$ cat src/include/cache_bus_macros.svh
`ifndef CACHE_BUS_MACROS_SVH
`define CACHE_BUS_MACROS_SVH

// number of cache ports sharing the axi master
`define CACHE_PORT_NUM 2

// cache bus and axi data width
`define CACHE_DATA_W 32

// byte address width
`define CACHE_ADDR_W 32

// axi len for a cache line burst, 3 means 4 beats
// single transfers use len 0
`define AXI_BURST_LEN 3

`endif

$ cat src/verilog/cache_bus_pkg.sv
`include "cache_bus_macros.svh"

package cache_bus_pkg;

	localparam int STRB_W = `CACHE_DATA_W / 8;

	// fixed axi attributes
	localparam logic [2:0] AXI_SIZE = 3'($clog2(STRB_W)); // full bus width beats
	localparam logic [1:0] AXI_BURST_WRAP = 2'b10;
	localparam logic [2:0] AXI_PROT = 3'b001;              // privileged data access
	localparam logic [1:0] AXI_RESP_OKAY = 2'b00;

	// converter fsm, one hot
	typedef enum logic [3:0] {
		ST_IDLE = 4'b0001,
		ST_ADDR = 4'b0010,
		ST_DATA = 4'b0100,
		ST_RESP = 4'b1000
	} bridge_state_t;

	// request latched on grant
	typedef struct packed {
		logic write;
		logic burst;
		logic cached;
		logic [`CACHE_ADDR_W-1:0] addr;
	} cache_req_info_t;

	// one write beat on its way to the W channel
	typedef struct packed {
		logic last;
		logic [STRB_W-1:0] strb;
		logic [`CACHE_DATA_W-1:0] data;
	} wbeat_t;

endpackage

$ cat src/verilog/axi_wbeat_stage.sv
`timescale 1ns/1ps
`include "cache_bus_macros.svh"

module axi_wbeat_stage
	import cache_bus_pkg::*;
(
	input  logic clk,
	input  logic rst_n,
	// cache side
	input  logic in_valid_i,
	output logic in_ready_o,
	input  wbeat_t in_beat_i,
	// axi W channel
	output logic wvalid_o,
	input  logic wready_i,
	output logic [`CACHE_DATA_W-1:0] wdata_o,
	output logic [STRB_W-1:0] wstrb_o,
	output logic wlast_o
);

	logic full_q;
	wbeat_t beat_q;

	// empty, or the held beat leaves this cycle
	assign in_ready_o = ~full_q | wready_i;

	always_ff @(posedge clk) begin
		if (~rst_n) begin
			full_q <= 1'b0;
		end else if (in_ready_o) begin
			full_q <= in_valid_i;
		end
	end

	always_ff @(posedge clk) begin
		if (in_ready_o && in_valid_i) begin
			beat_q <= in_beat_i; // reload behind a departing beat
		end
	end

	assign wvalid_o = full_q;
	assign wdata_o = beat_q.data;
	assign wstrb_o = beat_q.strb;
	assign wlast_o = beat_q.last;

endmodule

$ cat config.mk
export PLATFORM = sky130hd
export DESIGN_NAME = axi_wbeat_stage
export DESIGN_NICKNAME = d
export VERILOG_FILES = /design/src/verilog/cache_bus_pkg.sv /design/src/verilog/axi_wbeat_stage.sv
export VERILOG_INCLUDE_DIRS = /design/src /design/src/include
export SDC_FILE = /design/constraint.sdc
export NUM_CORES = 1
export LEC_CHECK = 0
export BUFFER_PORTS_ARGS = -buffer_cell sky130_fd_sc_hd__buf_4
export CAP_MARGIN = 20
export CORE_UTILIZATION = 40
export DETAILED_ROUTE_END_ITERATION = 16
export GPL_TIMING_DRIVEN = 0
export HOLD_SLACK_MARGIN = 0.15
export PLACE_DENSITY = 0.76
export SETUP_SLACK_MARGIN = 0.3
export SYNTH_ARGS = -nofsm -noshare
export SYNTH_HDL_FRONTEND = slang
export SYNTH_SLANG_ARGS = --single-unit
$ cat constraint.sdc
create_clock -name clk -period 1.3 [get_ports clk]
set_input_delay 0.065 -clock clk [delete_from_list [all_inputs] [get_ports clk]]
set_output_delay 0.065 -clock clk [all_outputs]
set_load 0.05 [all_outputs]
# --- After elaboration in Yosys (flattened, before gate mapping) ---
# Cells that the tools add are included.
op_classes:
  reduce_logical: 1
  n_bitwise: 2
op_table:
  columns: ["op", "n"]
  rows:
  - ["logical AND 1 bit", 1]
  - ["NOT 1 bit", 1]
  - ["bitwise OR 1 bit", 1]
word_totals:
  word_cells: 7
  regBits: 38

# --- Logic depth before layout (Yosys ltp) ---
# Gate-level depths: netlist of the first run.
logic_depth:
  depth_word: 3
  depth_mapped: 2
  ltp_nobuf: 2

# --- Least setup slack after synthesis of the first run ---
# No wires, ideal clock.
synth_path:
  kind: "register -> register"
  start: "register full_q, in the netlist wvalid_o"
  end: "register beat_q (netlist bit wdata_o[0]), enable pin"
  setup_slack_ns: -0.203
  n_path_buf: 0
  path_stages_with_launch: 3
  arrival_time_ns: 1.155
  synth_period_minus_slack_ns: 1.503
  path_cell_list: "dfxtp_1 nand2b_4 and2_4"
synth_between:
  elab_chain_cells: 3
synth_rtl:
  columns: ["item", "line", "rtl"]
  rows:
  - ["start: declaration", "axi_wbeat_stage.sv:21", "logic full_q;"]
  - ["start signal: assignment", "axi_wbeat_stage.sv:31", "full_q <= in_valid_i;"]
  - ["NOT 1 bit", "axi_wbeat_stage.sv:25", "assign in_ready_o = ~full_q | wready_i;"]
  - ["bitwise OR 1 bit", "axi_wbeat_stage.sv:25", null]
  - ["named net in_ready_o", "axi_wbeat_stage.sv:11", "output logic in_ready_o,"]
  - ["logical AND 1 bit", "axi_wbeat_stage.sv:36", "if (in_ready_o && in_valid_i) begin"]
  - ["end signal: assignment", "axi_wbeat_stage.sv:37", "beat_q <= in_beat_i;"]
  - ["end: declaration", "axi_wbeat_stage.sv:22", "wbeat_t beat_q;"]
# The timed path passes the listed nets, and every way through them passes these cells.
# A chain may end at the register's enable or synchronous reset.

# --- Worst setup path in the final report of the first run ---
layout_path:
  start: "register full_q, in the netlist wvalid_o"
  end: "output port in_ready_o"
layout_between:
  elab_chain_cells: 2
layout_rtl:
  columns: ["item", "line"]
  rows:
  - ["NOT 1 bit", "axi_wbeat_stage.sv:25"]
  - ["bitwise OR 1 bit", "axi_wbeat_stage.sv:25"]
  - ["end: declaration", "axi_wbeat_stage.sv:11"]
# Every way passes these cells.

==> flow_summary.json, run 1 <==
{
  "start_util_pct": 42.4,
  "combPwrFrac_pct": 24.2,
  "drv_cap": 0,
  "grt_antenna_before_repair": 0,
  "outcome": "finished, final reports clean",
  "fp.dieW_um": 56.1,
  "critPathKind": "register to primary output",
  "drive_gt1_share_pct": 54.9,
  "ys_seq_area_share_pct": 96.8,
  "syn_nets": 83,
  "syn_inst": 42,
  "ir_drop_mv": 1.21,
  "die_y_um": 56.1,
  "p_sw_share_pct": 28.8,
  "nNetsFinal": 213,
  "seqPwrFrac_pct": 54.2,
  "skew_ns": 0.00893,
  "endpoint_kind": "primary output",
  "syn_area_per_cell_um2": 27.8,
  "portBuffers": 79,
  "rsz0062_at_grt": "true",
  "drt-wirelength-per-cell_um": 18.3,
  "cts.clk_slew.worst_paths_ns": 0.11,
  "syn2layout_area_growth_pct": 109,
  "min_period_over_period_pct": 81.7,
  "cts_made_buffers": 5,
  "hpwlAfterDp_um": 1580,
  "grt_pass1_vias": 1020,
  "worstHoldStart": "wready_i",
  "ctsHtreeMaxLevel": 2,
  "slew_headroom_pct": 89.5,
  "core-area_um2": 2760,
  "track_usage_pct": 24.1,
  "drv_slew": 0,
  "n_antenna_cell": 0,
  "gp_congestion": 0.638,
  "clk_latency_ns": 0.35,
  "power_density_nw_per_um2": 1110,
  "cts_max_path_buffers": 2,
  "routed_wl_um": 3730,
  "p_int_mw": 1.93,
  "crit_fanout": 7,
  "hold_viol_final": 0,
  "fmax_mhz": 941,
  "io_pins": 80,
  "drc": 0,
  "finalSetupViolCount": 0,
  "vias": 948,
  "layout_commonest_cell": "buf_4",
  "cp-startpoint": "wvalid_o",
  "final_cell_mix": "42 x buf_4, 39 x dlygate4sd3_1, 37 x buf_6, 37 x edfxtp_1",
  "power.leakage_nw": 1.03,
  "period_minus_slack_ns": 1.06,
  "final.setup.worst_slack_ns": 0.237,
  "r2r-start": "wvalid_o",
  "grt_overflow_total": 0,
  "cp_data_required_time_ns": 1.24,
  "pre_cts_ws_ns": 0.0594,
  "rows": 19,
  "ant_nets": 0,
  "ys_seq_elements": 38,
  "startpoint_type": "register",
  "netlist_area_um2": 1170,
  "whs_ns": 0.194,
  "power_switching_mw": 0.779,
  "root_buffer": "clkbuf_4",
  "worst_slew_pin_slew_ns": 0.157,
  "p_clk_share_pct": 21.6,
  "critPathArrivalTime_ns": 1.00,
  "cts_tree": "yes",
  "vias_per_cell": 4.65,
  "hold_class": "primary input to register",
  "first_pass_iters": 4,
  "ys_warn_count": 0,
  "grt_max_degree": 13,
  "synth_cell_types": 6,
  "drt_iter0_markers": 33,
  "grt_pass1_wl_um": 5160,
  "clkSinkCount": 38,
  "design.die.area_um2": 3140
}
## sequential cells by signal, summed over array words and instances (netlist names)
| signal | cells |
|---|---|
| wdata_o | 32 |
| wstrb_o | 4 |
| wlast_o | 1 |
| wvalid_o | 1 |
## metal layers
layer  part of all wire [%]  wire length (µm)  vias up  track usage [%]
li1                       -                 -      428                -
met1                     35              1290      450             23.6
met2                     56              2080       66             45.4
met3                    8.4               314        4             9.53
met4                    1.3                50        0             8.01
met5                      0                 0        -                0
## path summary, 6_finish.rpt
kind	depth (start not counted)	to	slack, ns
max	2	in_ready_o	0.24
min	4	wvalid_o	0.19
max reg2reg	2	wdata_o[13]	0.27
min reg2reg	3	wvalid_o	0.72
## synthesized netlist by cell type
cell / instances / share of area, %
a21boi_2: 1 / 0.96
and2_4: 1 / 0.75
dfxtp_1: 1 / 1.7
edfxtp_1: 37 / 95
inv_1: 1 / 0.32
nand2b_4: 1 / 1.2
## critical path: stages (launching register included)
cell,delay [ns]
dfxtp_4,0.37
nand2b_4,0.13
buf_8,0.16
## metrics by stage
step	total power [mW]	TNS, ns	std cells	util (%)	instance area [µm²]
2_1_floorplan	1.76	-1.37	42	-	1170
3_3_place_gp	1.95	0	152	65.4	1800
3_5_place_dp	1.96	0	152	65.4	1800
4_1_cts	2.67	0	202	86.1	2370
5_1_grt	2.80	0	204	88.4	2440
6_report	2.71	0	204	88.4	2440
## cell families (layout without fill, tap and decap cells)
group,after synthesis,in the layout,synth area share (%)
DFF,38,38,96.8
and+or+nand+nor,2,6,1.93
AOI/OAI and AO/OA,1,1,0.964
buffers and inverters,1,128,0.321
## power groups by stage
| stage | Sequential (mW) | Combinational [mW] | Clock (mW) |
|---|---|---|---|
| 6_report | 1.47 | 0.654 | 0.586 |
| 5_1_grt | 1.47 | 0.672 | 0.651 |
| 4_1_cts | 1.46 | 0.617 | 0.596 |
| 3_5_place_dp | 1.48 | 0.484 | 0 |
| 3_3_place_gp | 1.47 | 0.479 | 0 |
| 2_1_floorplan | 1.72 | 0.0350 | 0 |
## area by class of cell
cell class / count / area (µm²)
fillers: 115 / 320
clock buffers: 5 / 37.5
repair buffers: 119 / 1140
inverters: 1 / 3.75
well taps: 31 / 38.8
clock inverters: 3 / 16.3
flip-flops and latches: 38 / 1130
multi-input cells: 7 / 68.8
## repair_timing
action / CTS / global route
pin swaps: 2 / 2
cloned: 3 / 1
buffers inserted: 0 / 1
hold endpoints to repair: 38 / 0
gates resized for setup: 28 / 15
setup endpoints to repair: 64 / 75
hold buffers: 39 / 0
Power figures use the tool's default switching activity.
==> run 2: changes to the inputs <==
--- a/config.mk
+++ b/config.mk
@@ -8,11 +8,11 @@
 export LEC_CHECK = 0
 export BUFFER_PORTS_ARGS = -buffer_cell sky130_fd_sc_hd__buf_4
 export CAP_MARGIN = 20
-export CORE_UTILIZATION = 40
+export CORE_UTILIZATION = 36
 export DETAILED_ROUTE_END_ITERATION = 16
 export GPL_TIMING_DRIVEN = 0
 export HOLD_SLACK_MARGIN = 0.15
-export PLACE_DENSITY = 0.76
+export PLACE_DENSITY = 0.72
 export SETUP_SLACK_MARGIN = 0.3
 export SYNTH_ARGS = -nofsm -noshare
 export SYNTH_HDL_FRONTEND = slang
==> constraint.sdc (replaced) <==
create_clock -name clk -period 0.97 [get_ports clk]
set_input_delay 0.0485 -clock clk [delete_from_list [all_inputs] [get_ports clk]]
set_output_delay 0.0485 -clock clk [all_outputs]
set_load 0.05 [all_outputs]
==> flow_summary.json, run 2 (synthesized netlist as in run 1, its figures left out) <==
{
  "critPathMaxStageDelay_ns": 0.37,
  "power_mw": 4.12,
  "cp-startpoint": "wvalid_o",
  "num-fill-cells": 163,
  "largest_reg_flops": 32,
  "reg2regPathDepth": 2,
  "drv_cap": 0,
  "first_pass_iters": 5,
  "drive_gt1_share_pct": 54.7,
  "whs_ns": 0.132,
  "nNetsFinal": 212,
  "drv_slew": 0,
  "gp_congestion": 0.677,
  "routed_wl_um": 3500,
  "n_antenna_cell": 0,
  "slew_headroom_pct": 89.7,
  "slowest_stage": "dfxtp_4",
  "layout_commonest_cell": "buf_4",
  "drt_iter0_markers": 15,
  "portBuffers": 79,
  "cp_data_required_time_ns": 1.01,
  "power.leakage_nw": 1.05,
  "finalSetupViolCount": 45,
  "regArea_um2": 1130,
  "drt-wirelength-per-cell_um": 16.2,
  "drc": 0,
  "grt_antenna_before_repair": 0,
  "rows": 20,
  "cts_tree": "yes",
  "cts_made_buffers": 5,
  "track_usage_pct": 22.1,
  "placed_cell_area_um2": 1820,
  "hold_buffers": 39,
  "cp_cell_sequence": "nand2b_4 > and2_4",
  "critPathKind": "register to register",
  "clk_latency_ns": 0.34,
  "rrSetupSlack_ns": -0.06,
  "finalInstanceArea_um2": 2490,
  "power_density_nw_per_um2": 1650,
  "fp.dieW_um": 59.0,
  "skew_ns": 0.0119,
  "min_period_over_period_pct": 106,
  "crit_end": "wlast_o",
  "startpoint_type": "register",
  "io_pins": 80,
  "grt_pass1_vias": 1031,
  "die_y_um": 59.0,
  "endpoint_kind": "register",
  "clkSinkCount": 38,
  "final.setup.worst_slack_ns": -0.0588,
  "pre_cts_ws_ns": -0.271,
  "hold_viol_final": 0,
  "start_util_pct": 38.0,
  "outcome": "complete, but fails checks",
  "critPathArrivalTime_ns": 1.07,
  "ctsHtreeMaxLevel": 2,
  "grt_overflow_total": 0,
  "crit_fanout": 10,
  "vias_per_cell": 4.32,
  "r2r-start": "wvalid_o",
  "period_minus_slack_ns": 1.03,
  "ir_drop_mv": 1.29,
  "cts_max_path_buffers": 2,
  "cts.clk_slew.worst_paths_ns": 0.11,
  "violations": "setup timing",
  "regToRegEndpoint": "wlast_o",
  "final_cell_mix": "42 x buf_4, 39 x dlygate4sd3_1, 37 x buf_6, 37 x edfxtp_1, 5 x clkbuf_4",
  "design.die.area_um2": 3480,
  "hold_class": "primary input to register",
  "ant_nets": 0,
  "grt_pass1_wl_um": 5130,
  "core-area_um2": 3080,
  "syn2layout_area_growth_pct": 113,
  "vias": 934,
  "grt_max_degree": 13,
  "fmax_mhz": 972,
  "root_buffer": "clkbuf_4",
  "multi_input_area_um2": 60.1,
  "worst_slew_pin_slew_ns": 0.155,
  "rsz0062_at_grt": "true"
}
[run 2: changes by cell type in the layout (fill, tap and decap cells not counted)]
cell,change
clkinvlp_4,-1
clkinv_2,-1
bufinv_16,+2
and2_4,-1
[run 2: cell type report]
| class | instances | area share, % |
|---|---|---|
| well taps | 44 | 2.21 |
| multi-input cells | 6 | 2.41 |
| clock inverters | 3 | 2.56 |
| inverters | 1 | 0.151 |
| repair buffers | 119 | 45.6 |
| flip-flops and latches | 38 | 45.5 |
| clock buffers | 5 | 1.51 |
[run 2: what timing repair did]
item,in CTS,in global routing
pin swaps,3,1
gates cloned,3,0
endpoints found under the hold margin,38,1
endpoints found under the setup margin,76,77
buffers inserted,0,1
resized for setup,42,0
[run 2: per-layer routing]
metal / up-vias / GRT usage (%) / wire length, µm
li1: 425 / - / -
met4: 0 / 8.16 / 54
met5: - / 0 / 0
met3: 6 / 11.8 / 331
met2: 64 / 38.1 / 1830
met1: 439 / 22.6 / 1280
[run 2: report_power, final]
| group | internal, mW | switching [mW] | leakage, nW |
|---|---|---|---|
| clock | 0.794 | 0.493 | 0.0528 |
| sequential | 1.91 | 0.0482 | 0.367 |
| combinational | 0.396 | 0.475 | 0.631 |
| total | 3.10 | 1.02 | 1.05 |
[run 2: how the worst min path moves through the flow]
stage | start | endpoint | slack (ns) | cells after the start
final | wready_i | wvalid_o | 0.13 | 4
after global placement | in_beat_i[22] | wdata_o[22] | 0.23 | 1
after CTS | wready_i | wvalid_o | 0.008 | 3
after detailed placement | in_beat_i[8] | wdata_o[8] | 0.23 | 1
after floorplan | in_beat_i[0] | wdata_o[0] | 0.15 | 0
after global routing | wready_i | wvalid_o | 0.12 | 4
[run 2: critical path, delay by kind of cell, from the launching register on]
kind          cells  cell delay [ns]
flops             1             0.37
simple gates      2             0.36
[run 2: metrics by stage]
step	cells	TNS, ns	util [%]
CTS	215	-1.63	80.7
finish	216	-1.63	81.0
global route	216	-3.89	81.0
floorplan	42	-13.54	-
detailed placement	165	-10.00	59.1
global placement	165	-8.60	59.1
