[src/include/cache_bus_macros.svh]
`ifndef CACHE_BUS_MACROS_SVH
`define CACHE_BUS_MACROS_SVH

// number of cache ports sharing the axi master
`define CACHE_PORT_NUM 2

// cache bus and axi data width
`define CACHE_DATA_W 32

// byte address width
`define CACHE_ADDR_W 32

// axi len for a cache line burst, 3 means 4 beats
// single transfers use len 0
`define AXI_BURST_LEN 3

`endif

[src/verilog/cache_bus_pkg.sv]
`include "cache_bus_macros.svh"

package cache_bus_pkg;

	localparam int STRB_W = `CACHE_DATA_W / 8;

	// fixed axi attributes
	localparam logic [2:0] AXI_SIZE = 3'($clog2(STRB_W)); // full bus width beats
	localparam logic [1:0] AXI_BURST_WRAP = 2'b10;
	localparam logic [2:0] AXI_PROT = 3'b001;              // privileged data access
	localparam logic [1:0] AXI_RESP_OKAY = 2'b00;

	// converter fsm, one hot
	typedef enum logic [3:0] {
		ST_IDLE = 4'b0001,
		ST_ADDR = 4'b0010,
		ST_DATA = 4'b0100,
		ST_RESP = 4'b1000
	} bridge_state_t;

	// request latched on grant
	typedef struct packed {
		logic write;
		logic burst;
		logic cached;
		logic [`CACHE_ADDR_W-1:0] addr;
	} cache_req_info_t;

	// one write beat on its way to the W channel
	typedef struct packed {
		logic last;
		logic [STRB_W-1:0] strb;
		logic [`CACHE_DATA_W-1:0] data;
	} wbeat_t;

endpackage

[src/verilog/axi_converter.sv]
`timescale 1ns/1ps
`include "cache_bus_macros.svh"

module axi_converter
	import cache_bus_pkg::*;
#(
	parameter int PORT_NUM = `CACHE_PORT_NUM
)(
	input  logic clk,
	input  logic rst_n,
	// cache ports
	input  logic [PORT_NUM-1:0] req_valid_i,
	input  logic [PORT_NUM-1:0] req_write_i,
	input  logic [PORT_NUM-1:0] req_burst_i,
	input  logic [PORT_NUM-1:0] req_cached_i,
	input  logic [PORT_NUM-1:0][`CACHE_ADDR_W-1:0] req_addr_i,
	input  logic [PORT_NUM-1:0] wdata_ok_i,
	input  logic [PORT_NUM-1:0] wdata_last_i,
	input  logic [PORT_NUM-1:0][STRB_W-1:0] wstrb_i,
	input  logic [PORT_NUM-1:0][`CACHE_DATA_W-1:0] wdata_i,
	output logic [PORT_NUM-1:0] req_ready_o,
	output logic [PORT_NUM-1:0] data_ok_o,
	output logic [PORT_NUM-1:0] data_last_o,
	output logic [PORT_NUM-1:0][`CACHE_DATA_W-1:0] rdata_o,
	output logic [PORT_NUM-1:0][1:0] resp_o,
	// arbiter
	input  logic [PORT_NUM-1:0] arb_sel_i,
	output logic take_o,
	// write-beat stage
	output logic wb_valid_o,
	input  logic wb_ready_i,
	output wbeat_t wb_beat_o,
	// AR
	output logic [`CACHE_ADDR_W-1:0] araddr_o,
	output logic [7:0] arlen_o,
	output logic [2:0] arsize_o,
	output logic [1:0] arburst_o,
	output logic [3:0] arcache_o,
	output logic [2:0] arprot_o,
	output logic arvalid_o,
	input  logic arready_i,
	// AW
	output logic [`CACHE_ADDR_W-1:0] awaddr_o,
	output logic [7:0] awlen_o,
	output logic [2:0] awsize_o,
	output logic [1:0] awburst_o,
	output logic [3:0] awcache_o,
	output logic [2:0] awprot_o,
	output logic awvalid_o,
	input  logic awready_i,
	// R
	input  logic [`CACHE_DATA_W-1:0] rdata_i,
	input  logic [1:0] rresp_i,
	input  logic rlast_i,
	input  logic rvalid_i,
	output logic rready_o,
	// B
	input  logic [1:0] bresp_i,
	input  logic bvalid_i,
	output logic bready_o
);

	bridge_state_t state_q, state_d;
	cache_req_info_t req_d, req_q;
	logic [PORT_NUM-1:0] grant;
	logic [PORT_NUM-1:0] sel_q;  // owner of the current transaction
	logic addr_done;
	logic rd_beat;
	logic wr_open;
	logic wr_done;
	logic [7:0] ax_len;
	logic [3:0] ax_cache;

	assign take_o = (state_q == ST_IDLE);
	assign grant = arb_sel_i & req_valid_i;
	assign req_ready_o = grant & {PORT_NUM{take_o}};

	always_comb begin
		req_d = '0;
		for (int i = 0; i < PORT_NUM; i++) begin
			if (grant[i]) begin
				req_d.write = req_write_i[i];
				req_d.burst = req_burst_i[i];
				req_d.cached = req_cached_i[i];
				req_d.addr = req_addr_i[i];
			end
		end
	end

	always_ff @(posedge clk) begin
		if (take_o && |grant) begin
			req_q <= req_d;
		end
	end

	always_ff @(posedge clk) begin
		if (~rst_n) begin
			sel_q <= '0;
		end else if (take_o) begin
			sel_q <= grant;
		end
	end

	assign addr_done = req_q.write ? awready_i : arready_i;
	assign rd_beat = (state_q == ST_DATA) & ~req_q.write & rvalid_i & rready_o;
	assign wr_open = (state_q == ST_DATA) & req_q.write;
	// last beat handed to the W stage, B cannot come before it drains
	assign wr_done = wb_valid_o & wb_ready_i & wb_beat_o.last;

	always_comb begin
		state_d = state_q;
		case (state_q)
			ST_IDLE: begin
				if (|grant) begin
					state_d = ST_ADDR;
				end
			end
			ST_ADDR: begin
				if (addr_done) begin
					state_d = ST_DATA;
				end
			end
			ST_DATA: begin
				if (rd_beat && rlast_i) begin
					state_d = ST_IDLE;
				end else if (wr_done) begin
					state_d = ST_RESP;
				end
			end
			ST_RESP: begin
				if (bvalid_i && bready_o) begin
					state_d = ST_IDLE;
				end
			end
			default: state_d = ST_IDLE;
		endcase
	end

	always_ff @(posedge clk) begin
		if (~rst_n) begin
			state_q <= ST_IDLE;
		end else begin
			state_q <= state_d;
		end
	end

	// write beats from the owning port
	always_comb begin
		wb_beat_o = '0;
		wb_valid_o = 1'b0;
		for (int i = 0; i < PORT_NUM; i++) begin
			if (sel_q[i]) begin
				wb_valid_o = wr_open & wdata_ok_i[i];
				wb_beat_o.last = wdata_last_i[i];
				wb_beat_o.strb = wstrb_i[i];
				wb_beat_o.data = wdata_i[i];
			end
		end
	end

	for (genvar i = 0; i < PORT_NUM; i++) begin : g_port
		assign data_ok_o[i] = sel_q[i] & (rd_beat | (wr_open & wb_ready_i));
		assign data_last_o[i] = sel_q[i] & rd_beat & rlast_i;
		assign rdata_o[i] = rdata_i;
		assign resp_o[i] = bready_o ? bresp_i : rresp_i; // bresp during resp state
	end

	assign ax_len = req_q.burst ? 8'(`AXI_BURST_LEN) : 8'd0;
	assign ax_cache = {2'b00, req_q.cached, 1'b0}; // modifiable when cacheable

	assign araddr_o = req_q.addr;
	assign arlen_o = ax_len;
	assign arsize_o = AXI_SIZE;
	assign arburst_o = AXI_BURST_WRAP;
	assign arcache_o = ax_cache;
	assign arprot_o = AXI_PROT;
	assign arvalid_o = (state_q == ST_ADDR) & ~req_q.write;

	assign awaddr_o = req_q.addr;
	assign awlen_o = ax_len;
	assign awsize_o = AXI_SIZE;
	assign awburst_o = AXI_BURST_WRAP;
	assign awcache_o = ax_cache;
	assign awprot_o = AXI_PROT;
	assign awvalid_o = (state_q == ST_ADDR) & req_q.write;

	assign rready_o = 1'b1; // caches always sink read beats
	assign bready_o = (state_q == ST_RESP);

endmodule

[config.mk]
export PLATFORM = sky130hd
export DESIGN_NAME = axi_converter
export DESIGN_NICKNAME = d
export VERILOG_FILES = /design/src/verilog/cache_bus_pkg.sv /design/src/verilog/axi_converter.sv
export VERILOG_INCLUDE_DIRS = /design/src /design/src/include
export SDC_FILE = /design/constraint.sdc
export NUM_CORES = 1
export LEC_CHECK = 0
export ABC_AREA = 1
export BUFFER_PORTS_ARGS = -buffer_cell sky130_fd_sc_hd__buf_2
export CELL_PAD_IN_SITES_DETAIL_PLACEMENT = 1
export CELL_PAD_IN_SITES_GLOBAL_PLACEMENT = 1
export CORE_AREA = 2 2 161 163
export DETAILED_ROUTE_END_ITERATION = 6
export DIE_AREA = 0 0 163 165
export PLACE_DENSITY = 0.63
export SYNTH_ARGS = -nofsm -noshare
export SYNTH_HDL_FRONTEND = slang
export SYNTH_SLANG_ARGS = --single-unit
[constraint.sdc]
create_clock -name clk -period 2 [get_ports clk]
set_clock_uncertainty 0.05 [all_clocks]
set_input_delay 0.1 -clock clk [delete_from_list [all_inputs] [get_ports clk]]
set_output_delay 0.1 -clock clk [all_outputs]
set_load 0.05 [all_outputs]
; ---- After elaboration in Yosys (flattened, before gate mapping)
; Index checks and enable logic that the tools add are counted.
[word_totals]
register_bits = 41
latch_bits = 0
mem_bits_rw = 0
romBits = 0
inputBits = 194
output_inout_bits = 221
word_cells = 54
n_memories = 0
[classes]
add_sub_neg = 0
mul = 0
div_mod_pow = 0
n_lt_le_gt_ge = 0
n_eq_ne = 8
shift = 0
muxes = 15
bitwise = 20
reduce_logical = 5
[op_table]
columns = cell, count
row1 = 37-bit two-way mux, 2
row2 = 35-bit two-way mux, 2
row3 = 4-bit two-way mux, 5
row4 = 1-bit bitwise AND, 16
row5 = 4-bit case mux with 4 select lines, 1
row6 = 2-bit bitwise AND, 2
row7 = 4-bit by 1-bit equality test with 1-bit output (second input constant), 1
row8 = 4-bit by 2-bit equality test with 1-bit output (second input constant), 1
row9 = 4-bit by 3-bit equality test with 1-bit output (second input constant), 1
row10 = 4-bit equality test (second input constant), 1
row11 = 2-bit two-way mux, 2
row12 = 2-bit by 1-bit inequality test with 1-bit output (second input constant), 2
row13 = 4-bit AND reduction, 1
row14 = 1-bit logical AND, 3
row15 = 1-bit two-way mux, 3
row16 = 3-bit by 2-bit inequality test with 1-bit output (second input constant), 1
row17 = 2-bit inequality test (second input constant), 1
row18 = 2-bit OR reduction, 1
row19 = 1-bit inverter, 1
row20 = 1-bit bitwise OR, 1

; ---- Longest topological paths before layout
; Gate-level depths: netlist of the first run.
[logic_depth]
depth_word = 10
ltp_mapped = 10
depth_no_buf = 10

; ---- Least setup slack after synthesis of the first run
; OpenSTA, ideal clock, no wires.
[synth_path]
path_kind = register to register
from = reg state_q[0]
to = reg req_q, in the netlist araddr_o[0] (enable)
setup_ps = 390
arrival_ps = 1670
path_slack_ps = -110
path_stages_with_launch = 5
period_less_slack_ps = 2110
cell_sequence = dfxtp_1 > nand2_1 > nor2_4 > nand2_1 > inv_1
[synth_via]
elab_chain_cells = 2
[synth_rtl]
columns = element, line_no
row1 = from (decl), axi_converter.sv:63  ; bridge_state_t state_q, state_d;
row2 = from (signal assigned), axi_converter.sv:143  ; state_q <= state_d;
row3 = 4-bit by 1-bit equality test with 1-bit output, axi_converter.sv:74  ; assign take_o = (state_q == ST_IDLE);
row4 = named net take_o, axi_converter.sv:28  ; output logic take_o,
row5 = 1-bit logical AND, axi_converter.sv:91  ; if (take_o && |grant) begin
row6 = to (signal assigned), axi_converter.sv:92  ; req_q <= req_d;
row7 = to (decl), axi_converter.sv:64  ; cache_req_info_t req_d, req_q;
; The timed path passes the listed nets, and every way through them passes these cells.
; A chain may end at the register's enable or synchronous reset.

==> results of run 1 <==
-- state kept, by name (all words and copies together) (netlist names) --
signal / flops
araddr_o: 32
arcache_o: 1
sel_q: 2
state_q: 4
req_q: 2
-- power by group through the flow --
stage / combinational, uW / sequential, uW / clock, uW
after floorplan: 2380 / 1170 / 0
after detailed placement: 2320 / 1210 / 0
final: 2300 / 1190 / 1070
after global routing: 2440 / 1210 / 1150
after CTS: 2320 / 1190 / 1120
after global placement: 2310 / 1210 / 0
-- per-layer routing --
| metal | vias to the layer above | wire length, um | global-route usage | part of all wire |
|---|---|---|---|---|
| li1 | 1790 | - | - | - |
| met1 | 1670 | 6060 | 0.128 | 0.42 |
| met2 | 166 | 7030 | 0.163 | 0.48 |
| met3 | 17 | 1210 | 0.0354 | 0.083 |
| met4 | 4 | 159 | 0.0229 | 0.011 |
| met5 | - | 72 | 0.0152 | 0.0050 |
-- layout by cell type (no fill, tap or decap), drive strengths merged, types with 2 or more instances in the layout --
cell type / count
nand4: 2
nand2: 169
dfxtp: 6
o21a: 2
bufinv: 2
inv: 21
nor2: 23
conb: 35
clkbuf: 5
edfxtp: 35
nor3: 3
buf: 290
a21oi: 4
nand3: 82
-- critical path: stages, from the launching register on --
cell     delay [ps]
dfxtp_1         600
buf_12          240
nand3_1         100
nand2_1         110
buf_2           270
-- stage by stage --
step / worst slack (ps) / hold slack (ps) / util / power, uW / instance area, sq um
2_1_floorplan: 139 / 168 / - / 3550 / 4030
3_3_place_gp: 469 / 150 / 0.182 / 3520 / 4570
3_5_place_dp: 442 / 150 / 0.182 / 3530 / 4570
4_1_cts: 177 / 1.55 / 0.190 / 4640 / 4760
5_1_grt: 20.3 / 16.2 / 0.190 / 4800 / 4760
6_report: 216 / 9.95 / 0.190 / 4560 / 4760
-- cell type report --
cell class,instances,area [sq um]
clock buffer,5,125
fill,3120,20300
inverter,22,86.3
multi-input combinational,321,1380
clock inverter,3,68.8
tap,330,413
sequential,41,1170
timing repair buffer,290,1520
-- worst paths after layout --
path	to	slack [ps]	cells past startpoint
setup / recovery	wb_beat_o[14]	220	4
setup reg to reg	araddr_o[29]	440	5
hold / removal	sel_q[1]	10	2
hold reg to reg	state_q[3]	590	2
-- kinds of logic after synthesis --
logic type,after synthesis,synth area share
and+or+nand+nor,279,0.308
buffers and inverters,216,0.379
DFF,41,0.300
AOI/OAI and AO/OA,7,0.0112
other,2,0.00193
==> metrics.txt, run 1 <==
outcome=finished, final reports clean; Final min period=1780 ps; largest net degree at the start of global routing=39; post-CTS sizing=0; post-cts hold buffer count=0; Max Slew Vio Count=0; Main synth FF type=edfxtp_1; post-synth top area cell=buf_4; drt pass-1 iters=4; WL/cell=14.4 um; synth top area cells=buf_4, edfxtp_1, nand2_1, nand3_1, dfxtp_1; crit end category=output pin; register area share after synthesis=0.300; first-pass GRT wire length=20800 um; clock sinks=41; sequential share of power=0.261; antenna violations before repair=2; EDFF count, synth=35; Sw Pwr=2260 uW; RePlAce Congestion=0.749; DR vias=3647; synthesized area=3900 sq um; share of cells above drive strength 1=0.459; Overflow after GRT=0; Die H=165 um; min-delay src=rst_n; Async S/R FF share, synth=0; final std cells w/o fill=1012; Worst EP required=1850 ps; Setup TNS=0 ps; Nets=875; Final Setup Violations=0; Worst-Margin Slew=621 ps; synth cell count leaders=buf_4, nand2_1, nand3_1; # IOs=415; Internal=2310 uW; Period Utilization, post-route=0.892; Initial Util=0.156; Max-Cap Viols=0; antenna-violating nets left=0; Leak=0.00268 uW; clk buf depth=2; CP arrival=1630 ps; CTS H-Tree Depth=2; Core ar.=25000 sq um; #FFs+latches synth=41; post-CTS setup buffers=0; FP Rows=58; Initial DRC Count=156; Slew headroom=0.585; crit path launch=sel_q[0]; switch share=0.495; Max Freq=561 MHz; Synth Area per Inst=7.16 sq um; Post-DP HPWL=12200 um; clock power share=0.235; top-count cell post-synth=buf_4; Critical Path Source Type=register; critical path class=register to output pin; Final Hold Vio Count=0; Total GRT Usage=0.101; Root Driver=clkbuf_16; RSZ-0062 raised after global routing=false; Peak VDD IR=296 uV; P per Cell Area=958 nW/um^2; CP Max Fanout=30; I/O Buffers=283; DRC Markers=0; routed wire length=14500 um; CTS buffer count=5; Reg clk slew, reported paths=60 ps; chip width=163 um; Cells after Synth=545; Logic pwr share=0.504; share of the synthesized area in the top cell type=0.331; detail-routed via count per cell=3.60; Cells after DPL=1004; CTS tree=yes; vias in the first global route=3530; insertion delay to the later sink of the worst-skew pair=290 ps; RR Startpoint=state_q[0]; Die ar.=26900 sq um; area growth from synthesis to layout=22.1%; Synth cell types=23; Tightest Hold Check Type=primary input to register; Yosys warning count=0; diode count=0
(Power assumes the default switching activity.)
==> run 2, diff against run 1 <==
- CORE_AREA: 2 2 161 163 -> 2 2 163 165
- DIE_AREA: 0 0 163 165 -> 0 0 165 167
- PLACE_DENSITY: 0.63 -> 0.6
- clock period: 2 -> 1.7 ns (I/O delays scaled with it)
==> run 2 against run 1 <==
Global-route usage fell by 0.45 points. Worst setup slack got worse by 150 ps. Die area rose by 2.5%. Core utilization fell by 0.071 points. Via count rose by 1.8%. Critical path depth rose by 5. Combinational power rose by 20%. Clock-buffer cell count did not move. Non-clock buffer count rose by 8. Highest routed layer is now met4. Final cell count rose by 1.3%. Register-to-register slack got worse by 170 ps. Largest power group unchanged. Critical endpoint is now data_ok_o[1]. Flip-flop and latch count did not move.
==> metrics.txt, run 2 (same netlist as run 1, synthesis figures left out) <==
FP Rows=59 (+1.7%); Max Slew Vio Count=0 (unchanged); delay-heaviest family, CP=buffers and inverters; most common cell after layout, fill and taps aside=buf_2; Worst EP required=1560 ps (-290 ps); Fillers=3241 (+3.9%); Peak VDD IR=320 uV (+8.0%); largest net degree at the start of global routing=37 (-5.1%); final std cells w/o fill=1025 (+1.3%); clock sinks=41 (unchanged); Worst-Margin Slew=631 ps (+9.82 ps); Die H=167 um (+1.2%); CTS buffer count=5 (unchanged); Nets=883 (+0.91%); GRT met1 Usage=0.117 (-0.0112); Max-Cap Viols=0 (unchanged); number of flip-flops in the largest register=32 (unchanged); Final Setup Violations=0 (unchanged); detail-routed via count per cell=3.62 (+0.52%); Pwr Total=5110 uW (+12%); crit-path cells=inv_2 -> nor2_2 -> nand2_1 -> inv_1 -> nand2_1 -> o21ai_0 -> inv_1 -> nor2_2 -> buf_6; Setup TNS=0 ps (unchanged); routed wire length=14000 um (-3.8%); area growth from synthesis to layout=25.1%; drt pass-1 iters=4 (unchanged); Overflow after GRT=0 (unchanged); Slew headroom=0.579 (-0.00656); share of cells above drive strength 1=0.488 (+0.0295); # IOs=415 (unchanged); Critical Path Source Type=register; met3 usage=0.0334 (-0.00203); Total GRT Usage=0.0965 (-0.00449); clk buf depth=2 (unchanged); crit path max-delay cell type=dfxtp_2; insertion delay to the later sink of the worst-skew pair=290 ps (about the same); Max Freq=611 MHz; RePlAce Congestion=0.754 (+0.67%); Period Utilization, post-route=0.963; RSZ-0062 raised after global routing=true; vias in the first global route=3610 (+2.3%); CP arrival=1500 ps (-130 ps); chip width=165 um (+1.2%); antenna violations before repair=1 (-1); routing usage on met2=0.163 (about the same); crit-path max cell delay=340 ps (-260 ps); Cells after DPL=1014 (+1.0%); CTS tree=yes; P per Cell Area=1050 nW/um^2 (+9.2%); crit end category=output pin; Core ar.=25800 sq um (+2.9%); Post-DP HPWL=11600 um (-4.6%); Leak=0.00270 uW (+0.70%); CTS H-Tree Depth=2 (unchanged); diode count=0 (unchanged); DRC Markers=0 (unchanged); I/O Buffers=283 (unchanged); Final min period=1640 ps; Root Driver=clkbuf_16; CP bufs+invs=4 (+2); WL/cell=13.6 um (-5.1%); first-pass GRT wire length=20500 um (-1.3%); Most Crowded Layer GR=met2; most frequent cells in the layout=buf_2, nand2_1, nand3_1; Final Hold Vio Count=0 (unchanged); Die ar.=27600 sq um (+2.5%); Tightest Hold Check Type=primary input to register; antenna-violating nets left=0 (unchanged); critical path class=register to output pin; Reg clk slew, reported paths=60 ps (about the same); Initial Util=0.151 (-0.00440); outcome=finished, final reports clean; Initial DRC Count=174 (+12%); DR vias=3713 (+1.8%); CP Max Fanout=4 (-87%)
==> run 2: cell count changes in the layout (fill, tap and decap cells not counted), moves of 4 or more <==
cell / delta
buf_4: +7
nand2_1: -4
clkbuf_4: +4
buf_6: +4
nor2_1: -6
nand2_2: +4
buf_2: -10
dfxtp_2: +5
dfxtp_1: -5
nor2_2: +6
==> run 2: final timing paths <==
path                            cells after the start            to  slack [ps]           start
worst min register to register                      2    state_q[3]         560      state_q[3]
worst max-delay path                                9  data_ok_o[1]          60      state_q[2]
worst min-delay path                                3  araddr_o[23]          20  req_addr_i[55]
worst max register to register                      6   araddr_o[1]         270      state_q[1]
==> run 2: power by group <==
part,total [uW],internal (uW),switching [uW]
clock,941,539,402
sequential,1410,1300,111
combinational,2760,610,2150
==> run 2: cell type report <==
cell class / count / area [sq um] / area share
Timing Repair Buffer: 298 / 1640 / 0.336
Multi-Input combinational cell: 321 / 1410 / 0.289
Sequential cell: 41 / 1180 / 0.241
Tap cell: 335 / 419 / 0.0859
Clock buffer: 5 / 125 / 0.0256
Inverter: 22 / 92.6 / 0.0190
Clock inverter: 3 / 17.5 / 0.00359
==> run 2: timing repair <==
| action | in CTS | in global routing |
|---|---|---|
| gates resized for setup | 5 | 23 |
| hold buffers | 2 | 0 |
| buffers inserted | 0 | 1 |
| endpoints found under the hold margin | 2 | 0 |
| endpoints found under the setup margin | 21 | 46 |
| pin swaps | 0 | 1 |
==> run 2: stage by stage <==
step	cell area [sq um]	util	hold WS (ps)	setup WS, ps
6_report	4880	0.190	16.3	63.6
5_1_grt	4880	0.190	20.0	-67.8
2_1_floorplan	4050	-	153	-33.4
4_1_cts	4820	0.187	2.90	4.73
3_5_place_dp	4640	0.180	121	225
3_3_place_gp	4640	0.180	121	225
==> run 2: worst reg2reg max path: stages, from the launching register on <==
cell,delay [ps]
dfxtp_1,340
inv_2,90
nand2_1,80
nor2_4,160
nand2_2,90
clkinvlp_4,80
buf_12,220
==> run 2: layer usage <==
layer / vias up / wire, um
met1: 1706 / 5780
met3: 12 / 1290
li1: 1809 / -
met4: 0 / 123
met2: 186 / 6780
met5: - / 0
